<file path="config.mk">
export PLATFORM = sky130hd
export DESIGN_NAME = nes_dma_bus
export DESIGN_NICKNAME = d
export VERILOG_FILES = /design/src/rtl/nes_bus_pkg.sv /design/src/rtl/dma_master_if.sv /design/src/rtl/clock_enable_gen.sv /design/src/rtl/cpu_bus_unit.sv /design/src/rtl/dma_controller.sv /design/src/rtl/nes_dma_bus.sv
export SDC_FILE = /design/constraint.sdc
export NUM_CORES = 1
export LEC_CHECK = 0
export ABC_CLOCK_PERIOD_IN_PS = 7500
export BUFFER_PORTS_ARGS = -buffer_cell sky130_fd_sc_hd__buf_2
export CAP_MARGIN = 0
export CORE_MARGIN = 10
export CORE_UTILIZATION = 50
export CTS_CLUSTER_DIAMETER = 40
export DETAILED_ROUTE_END_ITERATION = 12
export GPL_TIMING_DRIVEN = 1
export PLACE_DENSITY_LB_ADDON = 0.3
export SYNTH_ARGS = -nofsm -noshare
export SYNTH_HDL_FRONTEND = slang
export SYNTH_SLANG_ARGS = --single-unit
</file>
<file path="constraint.sdc">
create_clock -name clk -period 7.5 [get_ports clk]
set_input_delay 0 -clock clk [delete_from_list [all_inputs] [get_ports clk]]
set_output_delay 0 -clock clk [all_outputs]
set_load 0.01 [all_outputs]
</file>
<file path="src/rtl/nes_bus_pkg.sv">
package nes_bus_pkg;

	// CPU side bus types
	typedef logic [15:0] addr_t;    // 6502 address bus
	typedef logic [7:0]  data_t;    // 6502 data bus

	// Master clock divider
	localparam int CPU_DIV            = 12;    // Master clocks per CPU cycle
	localparam int PAL_STRETCH_PERIOD = 5;     // PAL adds one clock to every fifth CPU cycle
	localparam int CPU_DIV_W          = $clog2(CPU_DIV + 2);    // Room for the stretched count
	localparam int PAL_CNT_W          = $clog2(PAL_STRETCH_PERIOD);

	// Region code on sys_type
	localparam logic [1:0] SYS_PAL = 2'b01;

	// Register map seen by the DMA and joypad logic
	localparam addr_t OAM_DMA_REG  = 16'h4014;    // Sprite DMA page register
	localparam addr_t OAM_DATA_REG = 16'h2004;    // PPU OAM data port
	localparam addr_t JOY1_REG     = 16'h4016;    // Joypad strobe on write, port 1 on read
	localparam addr_t JOY2_REG     = 16'h4017;    // Port 2 on read

	// A[15:5] of the $4000-$401F block inside the CPU chip
	localparam logic [10:0] APU_PAGE = 11'b0100_0000_000;

endpackage

</file>
<file path="src/rtl/dma_master_if.sv">
`timescale 1ns/1ps

// Bus request from the DMA controller toward the bus unit
// Plain levels, valid for the whole CPU cycle and taken at cpu_ce
interface dma_master_if import nes_bus_pkg::*; ();

	addr_t aout;           // Address of the DMA access
	logic  aout_enable;    // DMA owns the bus this cycle
	logic  read;           // 1 = read, 0 = write
	data_t wdata;          // Byte for a DMA write

	modport master (
		output aout,
		output aout_enable,
		output read,
		output wdata
	);

	modport bus (
		input aout,
		input aout_enable,
		input read,
		input wdata
	);

endinterface

</file>
<file path="src/rtl/clock_enable_gen.sv">
`timescale 1ns/1ps

// Master clock divider for the CPU enable
// Cycle layout: counter runs 1..CPU_DIV and cpu_ce fires on the last count,
// PAL holds one cycle in five for an extra clock
module clock_enable_gen import nes_bus_pkg::*; (
	input  logic       clk,
	input  logic       reset,
	input  logic [1:0] sys_type,     // Region select
	output logic       cpu_ce,       // One clock per CPU cycle
	output logic       get_ce,       // cpu_ce ending a get (even) cycle
	output logic       put_ce,       // cpu_ce ending a put (odd) cycle
	output logic       put_cycle     // Level, 1 during a put cycle
);

	logic [CPU_DIV_W-1:0] div_cnt;          // Master clocks into this CPU cycle
	logic [CPU_DIV_W-1:0] div_end;          // Count that closes this CPU cycle
	logic [PAL_CNT_W-1:0] pal_cnt;          // Position inside the PAL stretch window
	logic                 pal_last;         // Last cycle of the window
	logic                 stretch;          // This cycle runs CPU_DIV+1 clocks
	logic [1:0]           last_sys_type;    // For realignment on a region change

	assign pal_last = (pal_cnt == PAL_CNT_W'(PAL_STRETCH_PERIOD - 1));
	assign stretch  = (sys_type == SYS_PAL) && pal_last;
	assign div_end  = stretch ? CPU_DIV_W'(CPU_DIV + 1) : CPU_DIV_W'(CPU_DIV);

	assign cpu_ce = (div_cnt == div_end);
	assign get_ce = cpu_ce && !put_cycle;
	assign put_ce = cpu_ce && put_cycle;

	always_ff @(posedge clk) begin
		if (reset) begin
			div_cnt       <= CPU_DIV_W'(1);
			pal_cnt       <= '0;
			put_cycle     <= 1'b1;         // First cycle after reset is a put
			last_sys_type <= sys_type;
		end else begin
			last_sys_type <= sys_type;
			div_cnt       <= cpu_ce ? CPU_DIV_W'(1) : div_cnt + 1'b1;

			if (cpu_ce) begin
				put_cycle <= !put_cycle;    // Get and put alternate every CPU cycle
				// Window only advances while running PAL
				if (sys_type == SYS_PAL)
					pal_cnt <= pal_last ? '0 : pal_cnt + 1'b1;
			end

			// Region switch restarts the divider, overrides the counts above
			if (last_sys_type != sys_type) begin
				div_cnt <= CPU_DIV_W'(1);
				pal_cnt <= '0;
			end
		end
	end

endmodule

</file>
<file path="src/rtl/cpu_bus_unit.sv">
`timescale 1ns/1ps

// Outgoing bus mux between CPU and DMA, joypad port, incoming data with open bus
module cpu_bus_unit import nes_bus_pkg::*; (
	input  logic       clk,
	input  logic       reset,
	input  logic       cpu_ce,
	input  logic       put_ce,
	input  addr_t      cpu_addr,
	input  logic       cpu_rnw,
	input  data_t      cpu_dout,
	dma_master_if.bus  dma,
	input  data_t      mem_din,         // Byte from external memory
	input  logic       mem_drive,       // External memory drives the bus
	input  logic [4:0] joypad1_data,
	input  logic [4:0] joypad2_data,
	output addr_t      bus_addr,
	output logic       bus_read,
	output logic       bus_write,
	output data_t      bus_dout,
	output data_t      cpu_din,         // Byte seen by CPU and DMA
	output logic [2:0] joypad_out,      // Strobe bits toward the pads
	output logic [1:0] joypad_clock     // Per port, high on a read of its register
);

	logic       apu_sel;          // $4000-$401F block
	logic       joy1_sel;
	logic       joy2_sel;
	logic       joy_strobe_wr;    // Write to $4016 this cycle
	logic [2:0] joy_latch;        // Strobe value waiting for a put cycle
	data_t      open_bus;         // Last value driven on the data bus

	// DMA takes over address, direction and write data
	assign bus_addr  = dma.aout_enable ? dma.aout : cpu_addr;
	assign bus_read  = dma.aout_enable ? dma.read : cpu_rnw;
	assign bus_write = dma.aout_enable ? !dma.read : !cpu_rnw;
	assign bus_dout  = dma.aout_enable ? dma.wdata : cpu_dout;

	// Decode on the muxed address, so a DMA read of $4016 clocks the pad too
	assign apu_sel  = (bus_addr[15:5] == APU_PAGE);
	assign joy1_sel = apu_sel && (bus_addr[4:0] == JOY1_REG[4:0]);
	assign joy2_sel = apu_sel && (bus_addr[4:0] == JOY2_REG[4:0]);

	assign joypad_clock  = {joy2_sel && bus_read, joy1_sel && bus_read};
	assign joy_strobe_wr = joy1_sel && bus_write;

	// Pads drive only D4-D0, upper bits float at the open bus value
	always_comb begin
		if (joypad_clock[0])
			cpu_din = {open_bus[7:5], joypad1_data};
		else if (joypad_clock[1])
			cpu_din = {open_bus[7:5], joypad2_data};
		else if (mem_drive)
			cpu_din = mem_din;
		else
			cpu_din = open_bus;    // Nothing drives the bus, keep last value
	end

	// Strobe reaches the pads only on put cycles
	always_ff @(posedge clk) begin
		if (reset) begin
			joy_latch  <= '0;
			joypad_out <= '0;
		end else begin
			if (cpu_ce && joy_strobe_wr)
				joy_latch <= bus_dout[2:0];
			if (put_ce)
				joypad_out <= joy_strobe_wr ? bus_dout[2:0] : joy_latch;    // Bypass a write
		end
	end

	// Bus capacitance model, skips the clock where the next cycle takes over
	always_ff @(posedge clk) begin
		if (!cpu_ce)
			open_bus <= bus_write ? bus_dout : cpu_din;
	end

endmodule

</file>
<file path="src/rtl/dma_controller.sv">
`timescale 1ns/1ps

// Sprite DMA and DMC sample fetch
// Sprite: read page byte on a get cycle, write it to $2004 on the following put cycle
// DMC: armed at a put_ce, owns the next get cycle, sprite DMA backs off around it
module dma_controller import nes_bus_pkg::*; (
	input  logic  clk,
	input  logic  reset,
	input  logic  cpu_ce,
	input  logic  get_ce,
	input  logic  put_ce,
	input  logic  put_cycle,
	input  addr_t cpu_addr,
	input  logic  cpu_rnw,
	input  data_t cpu_dout,
	input  data_t cpu_din,        // Read data from the bus unit
	input  logic  dmc_request,
	input  addr_t dmc_addr,
	output logic  dmc_ack,
	output logic  pause_cpu,
	dma_master_if.master dma
);

	typedef enum logic [1:0] {
		SPR_IDLE,
		SPR_ALIGN,     // CPU halted, waiting for a get cycle to begin
		SPR_ACTIVE     // Transfer running
	} spr_state_t;

	spr_state_t spr_state;
	logic       dmc_busy;         // DMC fetch pending or in progress
	logic [7:0] spr_offset;       // Low address byte of the next sprite read
	logic [7:0] spr_page;         // High address byte from the $4014 write
	data_t      spr_data;         // Byte read on the last sprite get cycle
	logic       spr_trigger;
	logic       dmc_slot;         // Get cycle taken by the DMC
	logic       spr_bus;          // Sprite DMA drives the bus this cycle

	assign spr_trigger = (cpu_addr == OAM_DMA_REG) && !cpu_rnw;
	assign dmc_slot    = dmc_busy && !put_cycle;
	assign spr_bus     = (spr_state == SPR_ACTIVE) && !dmc_slot;

	always_ff @(posedge clk) begin
		if (reset) begin
			spr_state  <= SPR_IDLE;
			dmc_busy   <= 1'b0;
			spr_offset <= '0;
		end else if (cpu_ce) begin
			// DMC arms only while the CPU is reading, clears after its get cycle
			if (!dmc_busy && dmc_request && cpu_rnw && put_ce)
				dmc_busy <= 1'b1;
			else if (dmc_busy && put_ce)
				dmc_busy <= 1'b0;

			if (spr_trigger) begin
				spr_state  <= SPR_ALIGN;
				spr_offset <= '0;
			end else begin
				case (spr_state)
					SPR_ALIGN: begin
						if (put_ce && cpu_rnw)
							spr_state <= SPR_ACTIVE;    // Next cycle is a get
					end
					SPR_ACTIVE: begin
						if (get_ce && dmc_slot)
							spr_state <= SPR_ALIGN;     // Stolen get, idle put follows
						else if (put_ce && spr_offset == 8'h00)
							spr_state <= SPR_IDLE;      // Offset wrapped, last write done
						else if (get_ce)
							spr_offset <= spr_offset + 8'd1;
					end
					default: ;
				endcase
			end
		end
	end

	// Source page and last sprite read byte
	always_ff @(posedge clk) begin
		if (cpu_ce && spr_trigger)
			spr_page <= cpu_dout;
		if (get_ce && spr_bus)
			spr_data <= cpu_din;    // Byte for the next $2004 write
	end

	// DMC holds the CPU from request through its trailing put cycle
	assign pause_cpu = (spr_state != SPR_IDLE) || dmc_request || dmc_busy;
	assign dmc_ack   = dmc_slot && dmc_request;    // Drops early if the requester lets go

	assign dma.aout_enable = dmc_ack || spr_bus;
	assign dma.read        = !put_cycle;           // Reads on get, writes on put
	assign dma.wdata       = spr_data;
	assign dma.aout        = dmc_ack ? dmc_addr :
		!put_cycle ? {spr_page, spr_offset} : OAM_DATA_REG;

endmodule

</file>
<file path="src/rtl/nes_dma_bus.sv">
`timescale 1ns/1ps

// Bus side of the CPU chip: clock enables, sprite/DMC DMA and bus unit
module nes_dma_bus import nes_bus_pkg::*; (
	input  logic       clk,
	input  logic       reset,
	input  logic [1:0] sys_type,
	input  addr_t      cpu_addr,
	input  logic       cpu_rnw,
	input  data_t      cpu_dout,
	input  logic       dmc_request,
	input  addr_t      dmc_addr,
	input  data_t      mem_din,
	input  logic       mem_drive,
	input  logic [4:0] joypad1_data,
	input  logic [4:0] joypad2_data,
	output logic       cpu_ce,
	output logic       pause_cpu,
	output logic       dmc_ack,
	output addr_t      bus_addr,
	output logic       bus_read,
	output logic       bus_write,
	output data_t      bus_dout,
	output data_t      cpu_din,
	output logic [2:0] joypad_out,
	output logic [1:0] joypad_clock
);

	logic get_ce;
	logic put_ce;
	logic put_cycle;

	dma_master_if dma_bus ();    // DMA request toward the bus mux

	clock_enable_gen u_clock_enable_gen (
		.clk       (clk),
		.reset     (reset),
		.sys_type  (sys_type),
		.cpu_ce    (cpu_ce),
		.get_ce    (get_ce),
		.put_ce    (put_ce),
		.put_cycle (put_cycle)
	);

	dma_controller u_dma_controller (
		.clk         (clk),
		.reset       (reset),
		.cpu_ce      (cpu_ce),
		.get_ce      (get_ce),
		.put_ce      (put_ce),
		.put_cycle   (put_cycle),
		.cpu_addr    (cpu_addr),
		.cpu_rnw     (cpu_rnw),
		.cpu_dout    (cpu_dout),
		.cpu_din     (cpu_din),       // Sprite DMA latches the bus read data
		.dmc_request (dmc_request),
		.dmc_addr    (dmc_addr),
		.dmc_ack     (dmc_ack),
		.pause_cpu   (pause_cpu),
		.dma         (dma_bus.master)
	);

	cpu_bus_unit u_cpu_bus_unit (
		.clk          (clk),
		.reset        (reset),
		.cpu_ce       (cpu_ce),
		.put_ce       (put_ce),
		.cpu_addr     (cpu_addr),
		.cpu_rnw      (cpu_rnw),
		.cpu_dout     (cpu_dout),
		.dma          (dma_bus.bus),
		.mem_din      (mem_din),
		.mem_drive    (mem_drive),
		.joypad1_data (joypad1_data),
		.joypad2_data (joypad2_data),
		.bus_addr     (bus_addr),
		.bus_read     (bus_read),
		.bus_write    (bus_write),
		.bus_dout     (bus_dout),
		.cpu_din      (cpu_din),
		.joypad_out   (joypad_out),
		.joypad_clock (joypad_clock)
	);

endmodule

</file>
==> impl_results.md, run 1 <==
- Initial core utilization: 50.9%
- Die area: 0.0106 mm2
- Worst path cell trace: nand2b_1, nand2_1, nand2_1, o22ai_1, nand4b_1, nor2_8, mux2i_1, buf_2
- Cell area after synthesis: 0.00342 mm2
- Crit path DAT: 3.97 ns
- Largest net degree at the start of global routing: 27
- Hpwl dp: 8.15 mm
- Hold Vio Cnt, Final: 0
- Leakage power: 0.00177 uW
- CTS tree: yes
- Cts hold-fix bufs: 11
- Crit-path slowest cell: dfxtp_1
- # diodes: 0
- Post-layout minimum cycle time: 3.97 ns
- Mapped Cells: 393
- Mux cell area share after synthesis: 9.54%
- Max Root-Sink Buffers: 2
- Placed inst area: 0.00397 mm2
- Synth Area in Adders: 2.93%
- CP max stage delay: 0.89 ns
- Worst slew pin tran: 1.21 ns
- RSZ-0062 raised after global routing: false
- Avg Cell Area, Syn: 8.71 um2
- Worst path most repeated cell: nand2_1
- Final Cell Area: 0.00416 mm2
- Nets@finish: 573
- Vias in the first global route: 3324
- Netlist cell types: 66
- Synth Area in Simple Gates: 25.5%
- Crit path launch type: flip-flop
- Number of synthesized flops with an enable pin: 24
- Worst skew pair latency: 0.31 ns
- Die height: 103 um
- Most frequent cells in the layout: 106 x buf_2, 66 x nand2_1, 32 x nor2_1
- Async SR Flop Fraction: 0%
- Port Buffer Count: 106
- Max Clk Rate: 0.252 GHz
- Fillers: 608
- Worst reg2reg path startpoint: u_dma_controller.dmc_busy$_SDFFE_PP0P_
- Root Driver: clkbuf_8
- Initial antenna violation count: 0
- Clock sinks: 51
- Tcrit/Tclk final: 52.9%
- Placeable Area: 0.00672 mm2
- Post-Route Skew: 0.00858 ns
- Register area share after synthesis: 36.9%
- First-pass GRT wire length: 16.6 mm
- Worst r2r dst: u_dma_controller.dma.wdata[6]$_DFFE_PP_
- Total of max-cap violations: 0
- Gr usage total: 19.5%
- YS warnings: 0
- H-tree depth: 2
- Largest family of logic cells by synthesized area: simple AND/OR/NAND/NOR gates
- Power Dens Cells: 134 mW/mm2
- Syn_nets: 466
- Status: finished clean
- Routed Antenna Nets: 0
- Site row count: 30
- FF+latch count, synth: 51
- Post-DR wirelength/cell: 18.2 um
- Hold Path End: u_dma_controller.dma.wdata[7]$_DFFE_PP_
- DRT iter0 DRCs: 267
- Post-CTS Setup Bufs: 0
- Crit end category: output port
- Met2 WL: 5.09 mm
- Worst reg2reg setup slack: 3.80 ns
- Synth Area in XOR/XNOR: 2.05%
- Setup TNS: 0 ns
- CP top delay family: simple AND/OR/NAND/NOR gates
- TritonRoute pass-1 iters: 5
- HP Start: mem_din[7]
- WP data required: 7.50 ns
- Post-Route WL: 10.6 mm
- Hold WC Path Type: input port to flip-flop
- DR vias: 3391
- Most common cell after layout, fill and taps aside: buf_2
- TritonCTS Buffers: 5
- Max layer used: met4
- Peak fanout along the critical path: 25
- Clock transition at path regs: 0.09 ns
- Vias per std cell: 5.84
- Synth Area in Compound Gates: 18.7%
- Routability Congestion: 0.982
- Max VDD drop: 139 uV
- I/O pin count: 107
- Share of layout cells above drive strength 1: 26.1%
- Met3 Routed Length: 1.02 mm
- Final Max Tran Viols: 0
- Max_slew headroom: 18.6%
- Area Overhead vs Synth: 21.6%
- Critical path buffers and inverters: 1
- Final setup fails: 0
- Hold depth: 2
- Die Width: 103 um
- DRT met1 WL: 4.31 mm
- DRC Markers: 0
- R2R depth: 7
- GRT overflow: 0
- Synth Flop Type: dfxtp_1
- Critical path class: flip-flop to output port
- Post-cts resize count: 0
-- power breakdown --
| group | switching, uW | total [uW] | internal, uW |
|---|---|---|---|
| combinational | 52.4 | 98.6 | 46.2 |
| sequential | 3.11 | 301 | 297 |
| clock | 92.3 | 158 | 65.8 |
-- final cells by class --
cell class	count	area [um2]	share of cell area, %
clock inverters	1	5.00	0.120
multi-input cells	308	2010	48.3
clock buffers	7	76.3	1.83
flip-flops and latches	51	1260	30.3
repair buffers	118	648	15.6
well taps	80	100	2.41
inverters	16	60.1	1.44
-- through the flow --
stage | hold WS [ns] | cells | power (uW) | worst slack [ns] | util [%]
finish | 0.0171 | 581 | 557 | 3.53 | 61.9
global route | 0.0124 | 581 | 576 | 3.26 | 61.9
CTS | 0.0174 | 581 | 556 | 3.65 | 61.9
detailed placement | 0.157 | 562 | 400 | 3.96 | 59.1
global placement | 0.152 | 562 | 398 | 4.07 | 59.1
floorplan | 0.0277 | 393 | 356 | 4.92 | -
-- flip-flops by register name, indices dropped and copies added, names as in the netlist --
name	flops
u_clock_enable_gen.div_cnt	4
u_clock_enable_gen.last_sys_type	2
u_clock_enable_gen.pal_cnt	3
u_clock_enable_gen.put_cycle	1
u_cpu_bus_unit.joy_latch	3
u_cpu_bus_unit.joypad_out	3
u_cpu_bus_unit.open_bus	8
u_dma_controller.dma.wdata	8
u_dma_controller.dmc_busy	1
u_dma_controller.spr_offset	8
u_dma_controller.spr_page	8
u_dma_controller.spr_state	2
-- per-layer routing --
layer | up-vias | global-route usage (%)
met5 | - | 0
met4 | 0 | 5.45
met3 | 17 | 5.50
met2 | 159 | 33.0
met1 | 1568 | 23.7
li1 | 1647 | -
-- cells by family (layout without fill, tap and decap cells) --
family	Yosys count	count (layout)
and+or+nand+nor	169	169
AOI/OAI and AO/OA	92	92
DFF	51	51
buffers and inverters	34	142
muxes	31	31
adders and majority gates	8	8
xor gates and xnor gates	8	8
-- Yosys cell counts (all sizes together) (3+ instances only) --
cell type   n  area [um2]
inv        15        56.3
a2bb2oi     4        35.0
clkbuf      7        26.3
or2         4        25.0
nor2       33         140
edfxtp     24         721
nor4        5        31.3
a22oi       6        45.0
xor2        5        43.8
a21oi      24         124
buf        11        65.1
nand4bb     3        33.8
a21o        3        22.5
ha          8         100
a211oi     10        90.1
and3        4        25.0
nor2b       6        37.5
nand2      66         248
nor3        7        40.0
nand3b      5        41.3
nand2b      6        37.5
mux2i      24         240
o211ai      3        22.5
xnor2       3        26.3
mux2        7        86.3
o21bai      4        30.0
dfxtp      27         541
nand4       5        31.3
o21ai      17        88.8
nand3       9        45.0
o21a        5        37.5
o32ai       4        35.0
nor4b       3        26.3
-- worst reg2reg max path: cells and delay by family, from the launching register on --
kind            cells  cell delay, ns
simple gates        3            0.98
flops               1            0.89
compound gates      2            0.83
buf+inv             1            0.39
mux                 1            0.36
-- worst max-delay path by stage --
stage	from	end	slack [ns]	cells past startpoint
finish	u_dma_controller.dmc_busy$_SDFFE_PP0P_	cpu_din[3]	3.53	8
global route	u_dma_controller.dmc_busy$_SDFFE_PP0P_	cpu_din[3]	3.26	8
CTS	u_dma_controller.dmc_busy$_SDFFE_PP0P_	cpu_din[2]	3.65	8
detailed placement	u_dma_controller.dmc_busy$_SDFFE_PP0P_	u_dma_controller.dma.wdata[6]$_DFFE_PP_	3.96	7
global placement	u_dma_controller.spr_state[0]$_SDFFE_PP0P_	u_dma_controller.dma.wdata[1]$_DFFE_PP_	4.07	9
floorplan	u_dma_controller.spr_state[0]$_SDFFE_PP0P_	u_dma_controller.dma.wdata[6]$_DFFE_PP_	4.92	9
(Power assumes the default switching activity.)
==> run 2, diff against run 1 <==
--- a/config.mk
+++ b/config.mk
@@ -5,11 +5,11 @@
 export SDC_FILE = /design/constraint.sdc
 export NUM_CORES = 1
 export LEC_CHECK = 0
-export ABC_CLOCK_PERIOD_IN_PS = 7500
+export ABC_CLOCK_PERIOD_IN_PS = 3300
 export BUFFER_PORTS_ARGS = -buffer_cell sky130_fd_sc_hd__buf_2
 export CAP_MARGIN = 0
 export CORE_MARGIN = 10
-export CORE_UTILIZATION = 50
+export CORE_UTILIZATION = 47
 export CTS_CLUSTER_DIAMETER = 40
 export DETAILED_ROUTE_END_ITERATION = 12
 export GPL_TIMING_DRIVEN = 1
==> constraint.sdc (replaced) <==
create_clock -name clk -period 3.3 [get_ports clk]
set_input_delay 0 -clock clk [delete_from_list [all_inputs] [get_ports clk]]
set_output_delay 0 -clock clk [all_outputs]
set_load 0.01 [all_outputs]
==> run 2 against run 1 <==
Compared with the run above:
- flip-flop and latch count unchanged
- combinational power up 130%
- global-route usage down 0.33 points
- sequential share of layout area down 1.2 points
- critical path depth up 1
- clock-buffer cell count down 2
- die area up 5.1%
==> impl_results.md, run 2 (synthesis results as in run 1) <==
- Status: finished clean (unchanged)
- Post-DR wirelength/cell: 18.3 um (was 18.2 um)
- Met3 Use GR: 4.20% (was 5.50%)
- Hold Vio Cnt, Final: 0 (unchanged)
- Routability Congestion: 0.958 (was 0.982)
- Most common cell after layout, fill and taps aside: buf_2 (unchanged)
- Leakage power: 0.00186 uW (was 0.00177 uW)
- Share of layout cells above drive strength 1: 29.1% (was 26.1%)
- Total of max-cap violations: 0 (unchanged)
- Die Width: 105 um (was 103 um)
- Clock sinks: 51 (unchanged)
- Crit-path slowest cell: dfxtp_1 (unchanged)
- Vias per std cell: 5.66 (was 5.84)
- TritonRoute pass-1 iters: 5 (unchanged)
- Most frequent cells in the layout: 106 x buf_2, 66 x nand2_1, 32 x nor2_1 (unchanged)
- # diodes: 0 (unchanged)
- Flop pwr share: 50.9% (was 53.9%)
- Fillers: 657 (was 608)
- Max_slew headroom: 59.3% (was 18.6%)
- Post-Route WL: 11.2 mm (was 10.6 mm)
- CTS tree: yes (unchanged)
- Crit end category: output port (unchanged)
- Initial core utilization: 47.7% (was 50.9%)
- TritonCTS Buffers: 5 (unchanged)
- DRC Markers: 0 (unchanged)
- Internal Power: 1010 uW (was 409 uW)
- Multi-input logic area: 0.00203 mm2 (was 0.00201 mm2)
- Root Driver: clkbuf_8 (unchanged)
- Hpwl dp: 8.85 mm (was 8.15 mm)
- Worst slew pin tran: 0.610 ns (was 1.21 ns)
- CP max stage delay: 0.60 ns (was 0.89 ns)
- GRT overflow: 0 (unchanged)
- I/O pin count: 107 (unchanged)
- Sw frac: 25.1% (was 26.5%)
- Final Max Tran Viols: 0 (unchanged)
- Clock transition at path regs: 0.09 ns (about the same)
- Area Overhead vs Synth: 26.7% (was 21.6%)
- Power Dens Cells: 309 mW/mm2 (was 134 mW/mm2)
- Max Root-Sink Buffers: 2 (unchanged)
- RSZ-0062 raised after global routing: false (unchanged)
- Vias in the first global route: 3533 (was 3324)
- Initial antenna violation count: 0 (unchanged)
- Final Util: 60.4% (was 61.9%)
- Switching power: 336 uW (was 148 uW)
- Final setup fails: 0 (unchanged)
- Peak fanout along the critical path: 16 (was 25)
- Sequential cell area: 0.00126 mm2 (unchanged)
- Logic pwr share: 17.1% (was 17.7%)
- Largest net degree at the start of global routing: 17 (was 27)
- DRT iter0 DRCs: 237 (was 267)
- Setup TNS: 0 ns (unchanged)
- Worst skew pair latency: 0.31 ns (about the same)
- Nets@finish: 587 (was 573)
- First-pass GRT wire length: 17.8 mm (was 16.6 mm)
- Critical path class: flip-flop to output port (unchanged)
- Routed Antenna Nets: 0 (unchanged)
- Site row count: 31 (was 30)
- Crit path DAT: 3.11 ns (was 3.97 ns)
- GRT Max-Usage Layer: met2 (unchanged)
- M2 GR Usage: 32.0% (was 33.0%)
- Post-Route Skew: 0.00764 ns (was 0.00858 ns)
- Post-layout minimum cycle time: 3.11 ns
- Port Buffer Count: 106 (unchanged)
- Max Clk Rate: 0.322 GHz
- Max VDD drop: 189 uV (was 139 uV)
- Placeable Area: 0.00718 mm2 (was 0.00672 mm2)
- WP data required: 3.30 ns (was 7.50 ns)
- Routing usage on met1: 24.0% (was 23.7%)
- Crit path launch type: flip-flop (unchanged)
- H-tree depth: 2 (unchanged)
- Die height: 105 um (was 103 um)
- DR vias: 3477 (was 3391)
- Worst path cell trace: nor2b_1, a22oi_1, o21ai_0, and4_1, nand4b_1, buf_4, nor2_8, mux2i_1, buf_2 (was nand2b_1, nand2_1, nand2_1, o22ai_1, nand4b_1, nor2_8, mux2i_1, buf_2)
- Gr usage total: 19.2% (was 19.5%)
- Die area: 0.0111 mm2 (was 0.0106 mm2)
- Tcrit/Tclk final: 94.1%
- Clock Power Share: 32.0% (was 28.4%)
- Hold WC Path Type: input port to flip-flop (unchanged)
## run 2: through the flow
| step | power [uW] | setup slack, ns | hold slack, ns | instance area [um2] | std cells |
|---|---|---|---|---|---|
| floorplan | 809 | 0.722 | 0.0277 | 3420 | 393 |
| global placement | 908 | 0.367 | 0.150 | 4100 | 595 |
| detailed placement | 913 | 0.250 | 0.163 | 4100 | 595 |
| CTS | 1350 | 0.0241 | 0.0258 | 4320 | 614 |
| global route | 1390 | 0.0102 | 0.0280 | 4340 | 614 |
| finish | 1340 | 0.195 | 0.0244 | 4340 | 614 |
## run 2: final timing paths
check	startpoint	end	slack, ns	cells after the start
min	mem_din[7]	u_dma_controller.dma.wdata[7]$_DFFE_PP_	0.02	2
max reg2reg	u_dma_controller.spr_state[0]$_SDFFE_PP0P_	u_dma_controller.dma.wdata[6]$_DFFE_PP_	0.41	10
max	u_clock_enable_gen.put_cycle$_SDFFE_PP1N_	cpu_din[4]	0.19	9
min reg2reg	u_clock_enable_gen.div_cnt[0]$_SDFF_PP1_	u_clock_enable_gen.div_cnt[0]$_SDFF_PP1_	0.46	1
## run 2: layout make-up
type,count,area share [%]
inverters,16,1.38
well taps,99,2.86
flip-flops and latches,51,29.1
clock buffers,5,1.59
clock inverters,3,0.894
multi-input cells,308,46.8
repair buffers,132,17.4
## run 2: power groups by stage
stage,Sequential [uW],Combinational [uW],Clock (uW)
2_1_floorplan,695,114,0
3_3_place_gp,697,211,0
3_5_place_dp,698,215,0
4_1_cts,683,226,437
5_1_grt,684,249,456
6_report,683,229,429
## run 2: worst max-delay path: cells and delay by family (launching register included)
kind            cells  cell delay (ns)
simple gates        4             0.99
mux                 1             0.30
buf+inv             2             0.39
flops               1             0.60
compound gates      2             0.51
## run 2: what timing repair did
action,in CTS,in global routing
resized for setup,0,5
hold buffers,11,0
endpoints found under the setup margin,0,14
setup buffers,0,0
hold endpoints to repair,13,0
## run 2: metal layers
metal | share of wire (%) | routed length, um
met1 | 42 | 4750
met2 | 48 | 5420
met3 | 7.0 | 781
met4 | 2.2 | 250
met5 | 0 | 0
